`config.mk`:
```
export PLATFORM = sky130hd
export DESIGN_NAME = stack_machine
export DESIGN_NICKNAME = d
export VERILOG_FILES = /design/src/stack_pkg.sv /design/src/decoder.sv /design/src/stack32.sv /design/src/alu.sv /design/src/control.sv /design/src/stack_machine.sv
export SDC_FILE = /design/constraint.sdc
export NUM_CORES = 2
export LEC_CHECK = 0
export ABC_AREA = 0
export BUFFER_PORTS_ARGS = -buffer_cell sky130_fd_sc_hd__buf_2
export CORE_MARGIN = 4
export CORE_UTILIZATION = 30
export DETAILED_ROUTE_END_ITERATION = 10
export SLEW_MARGIN = 20
export SYNTH_ARGS = -nofsm -noshare
export SYNTH_HDL_FRONTEND = slang
export SYNTH_SLANG_ARGS = --single-unit
```
`constraint.sdc`:
```
create_clock -name clk -period 9.4 [get_ports clk]
set_input_delay 1.88 -clock clk [delete_from_list [all_inputs] [get_ports clk]]
set_output_delay 1.88 -clock clk [all_outputs]
set_load 0.005 [all_outputs]
```
`src/stack_pkg.sv`:
```
package stack_pkg;

    parameter int data_width  = 32;   // stack and alu word
    parameter int stack_depth = 16;

    // upper nibble of every opcode
    typedef enum logic [3:0] {
        class_nop    = 4'h0,
        class_const  = 4'h1,
        class_binary = 4'h2,
        class_unary  = 4'h3
    } op_class_e;

    // binary selects come first, unary selects after mul
    typedef enum logic [3:0] {
        alu_add  = 4'h0,
        alu_sub  = 4'h1,
        alu_and  = 4'h2,
        alu_or   = 4'h3,
        alu_xor  = 4'h4,
        alu_shl  = 4'h5,
        alu_shr  = 4'h6,
        alu_mul  = 4'h7,
        alu_neg  = 4'h8,
        alu_not  = 4'h9,
        alu_pass = 4'ha     // unary pass is drop
    } alu_sel_e;

    typedef struct packed {
        op_class_e op_class;
        alu_sel_e  sel;
    } op_alu_t;

    // constant push carries a 4-bit signed immediate
    typedef struct packed {
        op_class_e         op_class;
        logic signed [3:0] imm;
    } op_const_t;

    typedef union packed {
        op_alu_t   alu;
        op_const_t cnst;
    } op_word_t;

endpackage

```
`src/decoder.sv`:
```
`timescale 1ns/10ps

module decoder #(
    parameter int data_width = stack_pkg::data_width
) (
    input  logic [7:0]            op_code,
    output stack_pkg::alu_sel_e   aluop,
    output logic                  isaluop,
    output logic [1:0]            argc,
    output logic [1:0]            stackargs,
    output logic                  stackwb,
    output logic                  constpush,
    output logic [data_width-1:0] constval
);

    stack_pkg::op_word_t word;

    assign word = op_code;

    always_comb begin
        aluop     = stack_pkg::alu_pass;
        isaluop   = 1'b0;
        stackargs = 2'd0;
        stackwb   = 1'b0;
        constpush = 1'b0;

        case (word.alu.op_class)
            stack_pkg::class_const: begin
                constpush = 1'b1;
                stackwb   = 1'b1;
            end
            stack_pkg::class_binary: begin
                // neg, not and pass are not binary, left as nop
                if (word.alu.sel <= stack_pkg::alu_mul) begin
                    aluop     = word.alu.sel;
                    isaluop   = 1'b1;
                    stackargs = 2'd2;
                    stackwb   = 1'b1;
                end
            end
            stack_pkg::class_unary: begin
                case (word.alu.sel)
                    stack_pkg::alu_neg,
                    stack_pkg::alu_not: begin
                        aluop     = word.alu.sel;
                        isaluop   = 1'b1;
                        stackargs = 2'd1;
                        stackwb   = 1'b1;
                    end
                    stack_pkg::alu_pass: begin
                        stackargs = 2'd1;   // drop, pop and discard
                    end
                    default: begin
                    end
                endcase
            end
            default: begin
            end
        endcase
    end

    assign argc = stackargs;

    // sign-extend the immediate
    assign constval = {{(data_width-4){word.cnst.imm[3]}}, word.cnst.imm};

endmodule

```
`src/stack32.sv`:
```
`timescale 1ns/10ps

module stack32 #(
    parameter int data_width  = stack_pkg::data_width,
    parameter int stack_depth = stack_pkg::stack_depth
) (
    input  logic                             clk,
    input  logic                             reset,
    input  logic                             push,
    input  logic                             trigger,
    input  logic [data_width-1:0]            write_value,
    output logic [data_width-1:0]            read_value,
    output logic                             done_out,
    output logic [data_width-1:0]            top_value,
    output logic [$clog2(stack_depth+1)-1:0] depth,
    output logic                             fault
);

    localparam int addr_w  = (stack_depth > 1) ? $clog2(stack_depth) : 1;
    localparam int count_w = $clog2(stack_depth + 1);

    logic [data_width-1:0] mem [stack_depth];
    logic [count_w-1:0]    count;
    logic                  empty;
    logic                  full;
    logic [addr_w-1:0]     top_idx;     // entry below the pointer
    logic [addr_w-1:0]     free_idx;    // next slot to write

    assign empty    = (count == '0);
    assign full     = (count == count_w'(stack_depth));
    assign top_idx  = addr_w'(count - 1'b1);
    assign free_idx = addr_w'(count);

    assign top_value = empty ? '0 : mem[top_idx];
    assign depth     = count;

    always_ff @(posedge clk) begin
        if (reset) begin
            count    <= '0;
            done_out <= 1'b0;
            fault    <= 1'b0;
        end else begin
            done_out <= trigger;    // one cycle after the access
            if (trigger) begin
                if (push) begin
                    if (full) begin
                        fault <= 1'b1;
                    end else begin
                        count <= count + 1'b1;
                    end
                end else begin
                    if (empty) begin
                        fault <= 1'b1;
                    end else begin
                        count <= count - 1'b1;
                    end
                end
            end
        end
    end

    always_ff @(posedge clk) begin
        if (trigger) begin
            if (push && !full) begin
                mem[free_idx] <= write_value;
            end
            if (!push) begin
                read_value <= empty ? '0 : mem[top_idx];   // empty pop reads 0
            end
        end
    end

endmodule

```
`src/alu.sv`:
```
`timescale 1ns/10ps

module alu #(
    parameter int data_width = stack_pkg::data_width
) (
    input  logic [data_width-1:0] operand_a,
    input  logic [data_width-1:0] operand_b,
    input  stack_pkg::alu_sel_e   op_select,
    output logic [data_width-1:0] result_lo,
    output logic [data_width-1:0] result_hi
);

    localparam int shamt_w = $clog2(data_width);

    logic [shamt_w-1:0]      shamt;
    logic [2*data_width-1:0] product;

    // low bits of b only, 5 for a 32-bit word
    assign shamt   = operand_b[shamt_w-1:0];
    assign product = operand_a * operand_b;

    always_comb begin
        result_hi = '0;
        case (op_select)
            stack_pkg::alu_add: begin
                result_lo = operand_a + operand_b;
            end
            stack_pkg::alu_sub: begin
                result_lo = operand_a - operand_b;
            end
            stack_pkg::alu_and: begin
                result_lo = operand_a & operand_b;
            end
            stack_pkg::alu_or: begin
                result_lo = operand_a | operand_b;
            end
            stack_pkg::alu_xor: begin
                result_lo = operand_a ^ operand_b;
            end
            stack_pkg::alu_shl: begin
                result_lo = operand_a << shamt;
            end
            stack_pkg::alu_shr: begin
                result_lo = operand_a >> shamt;     // logical
            end
            stack_pkg::alu_mul: begin
                result_lo = product[data_width-1:0];
                result_hi = product[2*data_width-1:data_width];
            end
            stack_pkg::alu_neg: begin
                result_lo = '0 - operand_a;
            end
            stack_pkg::alu_not: begin
                result_lo = ~operand_a;
            end
            default: begin
                result_lo = operand_a;  // pass
            end
        endcase
    end

endmodule

```
`src/control.sv`:
```
`timescale 1ns/10ps

module control #(
    parameter int data_width  = stack_pkg::data_width,
    parameter int stack_depth = stack_pkg::stack_depth
) (
    input  logic                             clk,
    input  logic                             reset,
    input  logic [7:0]                       op_code,
    output logic [1:0]                       argcount,
    output logic                             op_done,
    output logic [data_width-1:0]            top_value,
    output logic [$clog2(stack_depth+1)-1:0] depth,
    output logic                             fault
);

    localparam logic [2:0] st_idle  = 3'd0;
    localparam logic [2:0] st_fetch = 3'd1;
    localparam logic [2:0] st_load  = 3'd2;
    localparam logic [2:0] st_exec  = 3'd3;
    localparam logic [2:0] st_write = 3'd4;

    stack_pkg::alu_sel_e   aluop;
    logic                  isaluop;
    logic [1:0]            argc;
    logic [1:0]            stackargs;
    logic                  stackwb;
    logic                  constpush;
    logic [data_width-1:0] constval;

    logic                  stack_push;
    logic                  stack_trigger;
    logic [data_width-1:0] stack_write;
    logic [data_width-1:0] stack_read;
    logic                  stack_done;

    logic [data_width-1:0] operand_a;
    logic [data_width-1:0] operand_b;
    logic [data_width-1:0] result_lo;

    logic [2:0]            state;
    logic [1:0]            arg_left;    // pops still to issue
    logic                  done;

    decoder #(.data_width(data_width)) i_decoder (
        .op_code   (op_code),
        .aluop     (aluop),
        .isaluop   (isaluop),
        .argc      (argc),
        .stackargs (stackargs),
        .stackwb   (stackwb),
        .constpush (constpush),
        .constval  (constval)
    );

    stack32 #(
        .data_width  (data_width),
        .stack_depth (stack_depth)
    ) i_stack32 (
        .clk         (clk),
        .reset       (reset),
        .push        (stack_push),
        .trigger     (stack_trigger),
        .write_value (stack_write),
        .read_value  (stack_read),
        .done_out    (stack_done),
        .top_value   (top_value),
        .depth       (depth),
        .fault       (fault)
    );

    // high multiply word is not pushed
    alu #(.data_width(data_width)) i_alu (
        .operand_a (operand_a),
        .operand_b (operand_b),
        .op_select (aluop),
        .result_lo (result_lo),
        .result_hi ()
    );

    always_ff @(posedge clk) begin
        if (reset) begin
            state         <= st_idle;
            arg_left      <= 2'd0;
            done          <= 1'b0;
            stack_trigger <= 1'b0;
            stack_push    <= 1'b0;
        end else begin
            done          <= 1'b0;
            stack_trigger <= 1'b0;
            case (state)
                st_idle: begin
                    // opcode is still held in the cycle done is high
                    if (op_code != 8'h00 && !done) begin
                        arg_left <= stackargs;
                        state    <= st_fetch;
                    end
                end
                st_fetch: begin
                    if (stackargs != 2'd0) begin
                        stack_push    <= 1'b0;
                        stack_trigger <= 1'b1;
                        arg_left      <= arg_left - 1'b1;
                        state         <= st_load;
                    end else begin
                        state <= st_exec;
                    end
                end
                st_load: begin
                    if (stack_done) begin
                        if (arg_left != 2'd0) begin
                            operand_b     <= stack_read;  // top comes off first
                            stack_trigger <= 1'b1;
                            arg_left      <= arg_left - 1'b1;
                        end else begin
                            if (isaluop) begin
                                operand_a <= stack_read;
                            end
                            state <= st_exec;
                        end
                    end
                end
                st_exec: begin
                    if (stackwb) begin
                        if (constpush) begin
                            stack_write <= constval;
                        end else begin
                            stack_write <= result_lo;
                        end
                        stack_push    <= 1'b1;
                        stack_trigger <= 1'b1;
                        state         <= st_write;
                    end else begin
                        done  <= 1'b1;      // drop and nop end here
                        state <= st_idle;
                    end
                end
                st_write: begin
                    if (stack_done) begin
                        done  <= 1'b1;
                        state <= st_idle;
                    end
                end
                default: begin
                    state <= st_idle;
                end
            endcase
        end
    end

    assign op_done  = done;
    assign argcount = argc;

endmodule

```
`src/stack_machine.sv`:
```
`timescale 1ns/10ps

module stack_machine #(
    parameter int data_width  = stack_pkg::data_width,
    parameter int stack_depth = stack_pkg::stack_depth
) (
    input  logic                             clk,
    input  logic                             reset,
    input  logic [7:0]                       op_code,    // held until op_done
    output logic [1:0]                       argcount,
    output logic                             op_done,
    output logic [data_width-1:0]            top_value,
    output logic [$clog2(stack_depth+1)-1:0] depth,
    output logic                             fault
);

    control #(
        .data_width  (data_width),
        .stack_depth (stack_depth)
    ) i_control (
        .clk       (clk),
        .reset     (reset),
        .op_code   (op_code),
        .argcount  (argcount),
        .op_done   (op_done),
        .top_value (top_value),
        .depth     (depth),
        .fault     (fault)
    );

endmodule

```
# Word-level counts from Yosys, hierarchy flattened
# Memories as Yosys holds them, arrays and structs flattened.
# Index checks and enable logic that the tools add are counted.
totals:
  register_bits: 143
  ram_bits: 512
  output_inout_bits: 41
  elab_cells: 130
  mem_count: 1
mem_list:
  columns: ["memory", "words", "word_bits", "read_ports", "rd_ports_with_merged_regs", "write_ports", "line_no", "rtl"]
  rows:
  - ["i_control.i_stack32.mem", 16, 32, 1, 0, 1, "stack32.sv:22", "logic [data_width-1:0] mem [stack_depth];"]
classes:
  n_addsub: 6
  multipliers: 1
  magnitude_cmp: 1
  n_eq_ne: 30
  n_shift: 2
  muxes: 46
  bitwise: 7
  reduce_logical: 24
op_table:
  columns: ["operator", "n"]
  rows:
  - ["$pmux 32 s10", 1]
  - ["$mux 32", 2]
  - ["$add 32x32->32", 1]
  - ["$and 32x32->32", 1]
  - ["$mul 32x32->32", 1]
  - ["$not 32->32", 1]
  - ["$or 32x32->32", 1]
  - ["$shl 32x5->32", 1]
  - ["$shr 32x5->32", 1]
  - ["$sub 1x32->32 const A", 1]
  - ["$sub 32x32->32", 1]
  - ["$xor 32x32->32", 1]
  - ["$eq 4x4->1 const B", 5]
  - ["$mux 1", 19]
  - ["$eq 4x2->1 const B", 4]
  - ["$eq 4x3->1 const B", 4]
  - ["$mux 3", 5]
  - ["$mux 5", 3]
  - ["$pmux 3 s5", 1]
  - ["$ne 2x2->1 const B", 6]
  - ["$reduce_and 3->1", 4]
  - ["$mux 2", 5]
  - ["$reduce_and 5->1", 2]
  - ["$eq 4x1->1 const B", 2]
  - ["28 further kinds", 44]

# Longest topological paths before layout
logic_depth:
  ltp_word: 7
  ltp_mapped: 29
  ltp_nobuf: 26

# Cells and area by module
# A second synthesis with hierarchy kept.
hier_totals:
  hier_cells: 6249
  area_unflattened_um2: 65958.3
modules_own_cells:
  columns: ["mod", "n_inst", "cells_per_inst", "area_per_inst_um2"]
  rows:
  - ["alu", 1, 5070, 40940.5]
  - ["stack32", 1, 930, 20882.5]
  - ["control", 1, 196, 3757.4]
  - ["decoder", 1, 53, 377.9]

# Worst setup path before layout
# No wires, ideal clock.
synth_path:
  path_kind: "register -> register"
  start: "reg i_control.operand_b[2]"
  end: "reg i_control.stack_write[31], data pin"
  t_arrival_ps: 7978
  required_time_ps: 9210
  setup_slack_ps: 1232
  path_stages_with_launch: 28
  n_path_buf: 5
  period_less_slack_ps: 8168
  path_cell_list: "edfxtp_1 clkbuf_2 clkinv_1 buf_1 buf_2 clkbuf_1 buf_1 nor2_1 fa_1 inv_1 fa_1 fa_1 fa_1 inv_1 fa_1 fa_1 fa_1 fa_1 ha_1 a21oi_1 o21ai_0 or3_1 o21ai_0 a211oi_1 nor2_1 a221oi_1 o21ai_0 a222oi_1"
synth_via:
  elab_chain_cells: 3
  elab_cells_between_ends: 7
  cone_classes: "add/sub (2); mul (1); shift (2); mux (2)"
synth_lines:
  columns: ["item", "line_no", "rtl"]
  rows:
  - ["start, declared", "control.sv:38", "logic [data_width-1:0] operand_b;"]
  - ["start signal, assigned", "control.sv:112", "operand_b <= stack_read;"]
  - ["$mul 32x32->32, or another cell as far along", "alu.sv:20", "assign product = operand_a * operand_b;"]
  - ["$pmux 32 s10 *", "alu.sv:24", "case (op_select)"]
  - ["$mux 32 *", "control.sv:125", "if (constpush) begin"]
  - ["end signal, assigned", "control.sv:126", "stack_write <= constval;"]
  - ["end signal, assigned", "control.sv:128", "stack_write <= result_lo;"]
  - ["end, declared", "control.sv:33", "logic [data_width-1:0] stack_write;"]
# Every way passes the cells marked *; elsewhere a longest branch is shown, timed or not.
# A chain may end at the register's enable or synchronous reset.

# Worst setup path after layout
layout_path:
  start: "reg i_control.operand_b[5]"
  end: "reg i_control.stack_write[23], data pin"
layout_via:
  elab_chain_cells: 3
  elab_cells_between_ends: 5
  cone_classes: "add/sub (2); mul (1); mux (2)"
layout_lines:
  columns: ["item", "line_no"]
  rows:
  - ["$mul 32x32->32, or another cell as far along", "alu.sv:20"]
  - ["$pmux 32 s10 *", "alu.sv:24"]
  - ["$mux 32 *", "control.sv:125"]
# Marks and branches as above.

==> results.json <==
{
  "final_nets": 4804,
  "worstMarginPinSlew_ns": 1.196,
  "dieArea_um2": 168500,
  "ff2ff_path_depth": 24,
  "total_leakage_power_nw": 20.47,
  "route.final.wire_length_mm": 180.3,
  "drt_iter0_drc": 4443,
  "detailedPlacementHpwl_mm": 126.9,
  "worstPathMaxFanout": 19,
  "outcome": "finished, final reports clean",
  "timing.final.setup_violations": 0,
  "postCtsSetupBuffers": 0,
  "tritoncts": "built",
  "mostFrequentLayoutCell": "edfxtp_1",
  "crit_path_start": "i_control.operand_b[5]$_DFFE_PP_",
  "most-common-layout-cells": "edfxtp_1 (640), nor2_1 (471), inv_1 (441)",
  "synth_simple_gate_area_frac": 0.1020,
  "met3_length_mm": 20.56,
  "final_period_util": 0.9509,
  "cpMaxStageDelayCell": "inv_1",
  "crit_top_cell": "fa_1",
  "ys_dominant_reg_cell": "edfxtp_1",
  "cts_hold_repair.buffers": 0,
  "synth_compound_area_frac": 0.08009,
  "worst_path_largest_cell_delay_ns": 0.68,
  "final_hold_vio_count": 0,
  "final.setup_skew_ns": 0.03140,
  "synth.distinct_cells": 88,
  "detail_route.first_pass.iterations": 6,
  "synth_fa_ha_area_frac": 0.2267,
  "post-route-util": 0.3359,
  "timing_worst_setup_path_type": "register to register",
  "track_usage": 0.2115,
  "synth_nets": 4801,
  "grt_overflow_total": 0,
  "maxCapViolCount": 0,
  "floorplan.initialDensity": 0.3022,
  "boundaryPins": 51,
  "routed_via_density": 5.533,
  "highest_layer": "met5",
  "instance_area_after_placement_um2": 51860,
  "core_area_um2": 160800,
  "cts_sinks": 655,
  "route.detailed.drc": 0,
  "critPathCaptureType": "register",
  "detail-route-antenna-nets": 0,
  "synth_edf_count": 640,
  "grt_pass1_vias": 35350,
  "ys_seq_elements": 655,
  "die_height_um": 410.4,
  "routed_wire_length_per_instance_um": 28.28,
  "detailroute.wirelength.met2_mm": 76.53,
  "place_congestion": 1.054,
  "synth_top_family_by_area": "adder cells",
  "syn_inst": 4156,
  "synthesis.area_per_instance_um2": 11.69,
  "global_route_wire_length_before_repair_mm": 258.6,
  "insertion_delay_to_the_later_sink_of_the_worst_skew_pair_ns": 0.60,
  "worst-endpoint-required_ns": 9.68,
  "timing.fmax_mhz": 111.9,
  "period_minus_slack_ns": 8.939,
  "ctsRootBufferMaster": "clkbuf_16",
  "relSlewSlack": 0.1953,
  "worst_hold_path_type": "register to register",
  "unrepaired_setup_endpoints_after_global_routing": "no",
  "final_area_um2": 53990,
  "critPathArrivalTime_ns": 9.22,
  "cts-root-to-sink-buffers": 3,
  "synth_xor_xnor_area_share": 0.02895,
  "antenna_found_initial": 14,
  "syn_area_um2": 48590,
  "grt_start_max_net_pins": 104,
  "number_of_vias_in_the_routed_layout": 35280,
  "fin_setup_tns_ns": 0,
  "rows": 147,
  "synth-async-reset-ratio": 0,
  "cp-start-kind": "register",
  "final.hold.worst_slack_ns": 0.4447,
  "wire_length_on_met1_mm": 70.87,
  "timing.critical_path.cells": "inv_1, nor2_1, fa_1, fa_1, fa_1, inv_1, fa_1, inv_1, fa_1, inv_1, fa_1, inv_1, fa_1, fa_1, ha_1, inv_1, nor2_1, nand2_1, a211o_1, nor2b_1, o21ai_0, xor2_1, a221oi_1, o21ai_0",
  "x_dimension_of_the_die_um": 410.4,
  "hp-start": "i_control.i_stack32.read_value[29]$_DFFE_PP_",
  "htree_levels": 3,
  "final_max_slew_violation_count": 0,
  "seq_area_frac_synth": 0.4017,
  "hold-path-cell-count": 0,
  "synthMuxAreaShare": 0.1022,
  "final_layout_size_suffix_gt1_frac": 0.1307,
  "clock_transition_time_at_the_flip_flop_clock_pins_of_the_worst_setup_and_hold_paths_ns": 0.07,
  "area_growth_syn_to_fin_pct": 11.12,
  "count_of_synthesis_stage_warnings_from_yosys": 0,
  "cts_resized": 0,
  "vdd.ir_drop.worst_v": 0.0001665,
  "tritoncts.num_buffers": 66,
  "port_buffers": 50,
  "rr_startpoint": "i_control.operand_b[5]$_DFFE_PP_",
  "power-per-cell-area_nw_per_um2": 121.3
}
worst max-delay path: cells and delay by family (launching register included):
family	cells	cell delay [ns]
flip-flops	1	0.62
XOR/XNOR	1	0.51
buffers and inverters	6	1.00
AND/OR/NAND/NOR	4	0.67
AO/OA/AOI/OAI	4	1.48
adder cells (fa/ha/maj)	9	4.33
per-layer routing:
layer / up-vias / GRT usage
met3: 503 / 0.06238
met2: 2123 / 0.3086
met4: 8 / 0.1207
met5: - / 0
met1: 18060 / 0.2798
li1: 14580 / -
synthesized netlist by cell type, types with 15 or more instances:
cell type | count | share of area
buf_2 | 27 | 0.0028
a21oi_1 | 122 | 0.013
buf_1 | 53 | 0.0041
fa_1 | 409 | 0.17
mux4_2 | 181 | 0.084
a21o_1 | 25 | 0.0039
clkbuf_1 | 174 | 0.013
nor3_1 | 61 | 0.0063
inv_1 | 441 | 0.034
nand3_1 | 36 | 0.0037
or3_1 | 16 | 0.0021
mux2i_1 | 71 | 0.015
xnor2_1 | 126 | 0.023
nor2_1 | 486 | 0.038
xor2_1 | 32 | 0.0058
dfxtp_1 | 15 | 0.0062
ha_1 | 226 | 0.058
and3_1 | 16 | 0.0021
clkinv_1 | 19 | 0.0015
o21ai_0 | 135 | 0.014
o31ai_1 | 15 | 0.0023
nand2b_1 | 22 | 0.0028
nand4_1 | 15 | 0.0019
edfxtp_1 | 640 | 0.40
o22ai_1 | 28 | 0.0036
o211ai_1 | 23 | 0.0036
nor2b_1 | 46 | 0.0059
nand2_1 | 359 | 0.028
a211oi_1 | 88 | 0.014
a221oi_1 | 32 | 0.0058
logic make-up after synthesis:
| kind of cell | count (synthesis) |
|---|---|
| buffers and inverters | 732 |
| XOR/XNOR | 159 |
| flip-flops | 655 |
| AND/OR/NAND/NOR | 1125 |
| AO/OA/AOI/OAI | 589 |
| multiplexers | 261 |
| adder cells (fa/ha/maj) | 635 |
registers in the layout (all words and copies together), names as in the netlist:
signal and count:
i_control.arg_left 2, i_control.i_stack32.depth 5, i_control.i_stack32.done_out 1, i_control.i_stack32.fault 1, i_control.i_stack32.mem 512, i_control.i_stack32.read_value 32, i_control.op_done 1, i_control.operand_a 32
i_control.operand_b 32, i_control.stack_push 1, i_control.stack_trigger 1, i_control.stack_write 32, i_control.state 3
area by class of cell:
type	instances	area (µm²)
Antenna cell	7	17.52
Clock buffer	79	1743
Clock inverter	38	365.4
Fill cell	16030	106800
Inverter	467	1753
Multi-Input combinational cell	2769	26460
Sequential cell	655	19520
Tap cell	2160	2703
Timing Repair Buffer	200	1426
stage by stage:
stage	instances	total power [mW]	worst slack, ns
global placement	6250	3.995	0.8194
finish	6375	6.547	0.4612
CTS	6368	6.577	0.6585
floorplan	4156	3.732	1.232
detailed placement	6251	3.999	0.7228
global route	6368	6.769	0.3007
power breakdown:
part | switching, mW | internal [mW] | total [mW]
clock network | 1.11 | 1.47 | 2.58
logic | 0.465 | 0.263 | 0.728
registers | 0.0319 | 3.20 | 3.23
total | 1.61 | 4.94 | 6.55
worst paths after layout:
check / to / slack (ns)
setup reg to reg: i_control.stack_write[23]$_DFFE_PP_ / 0.46
hold / removal: i_control.operand_b[29]$_DFFE_PP_ / 0.44
setup / recovery: i_control.stack_write[23]$_DFFE_PP_ / 0.46
hold reg to reg: i_control.operand_b[29]$_DFFE_PP_ / 0.44
Note: power is estimated with default switching activity, not from simulation.
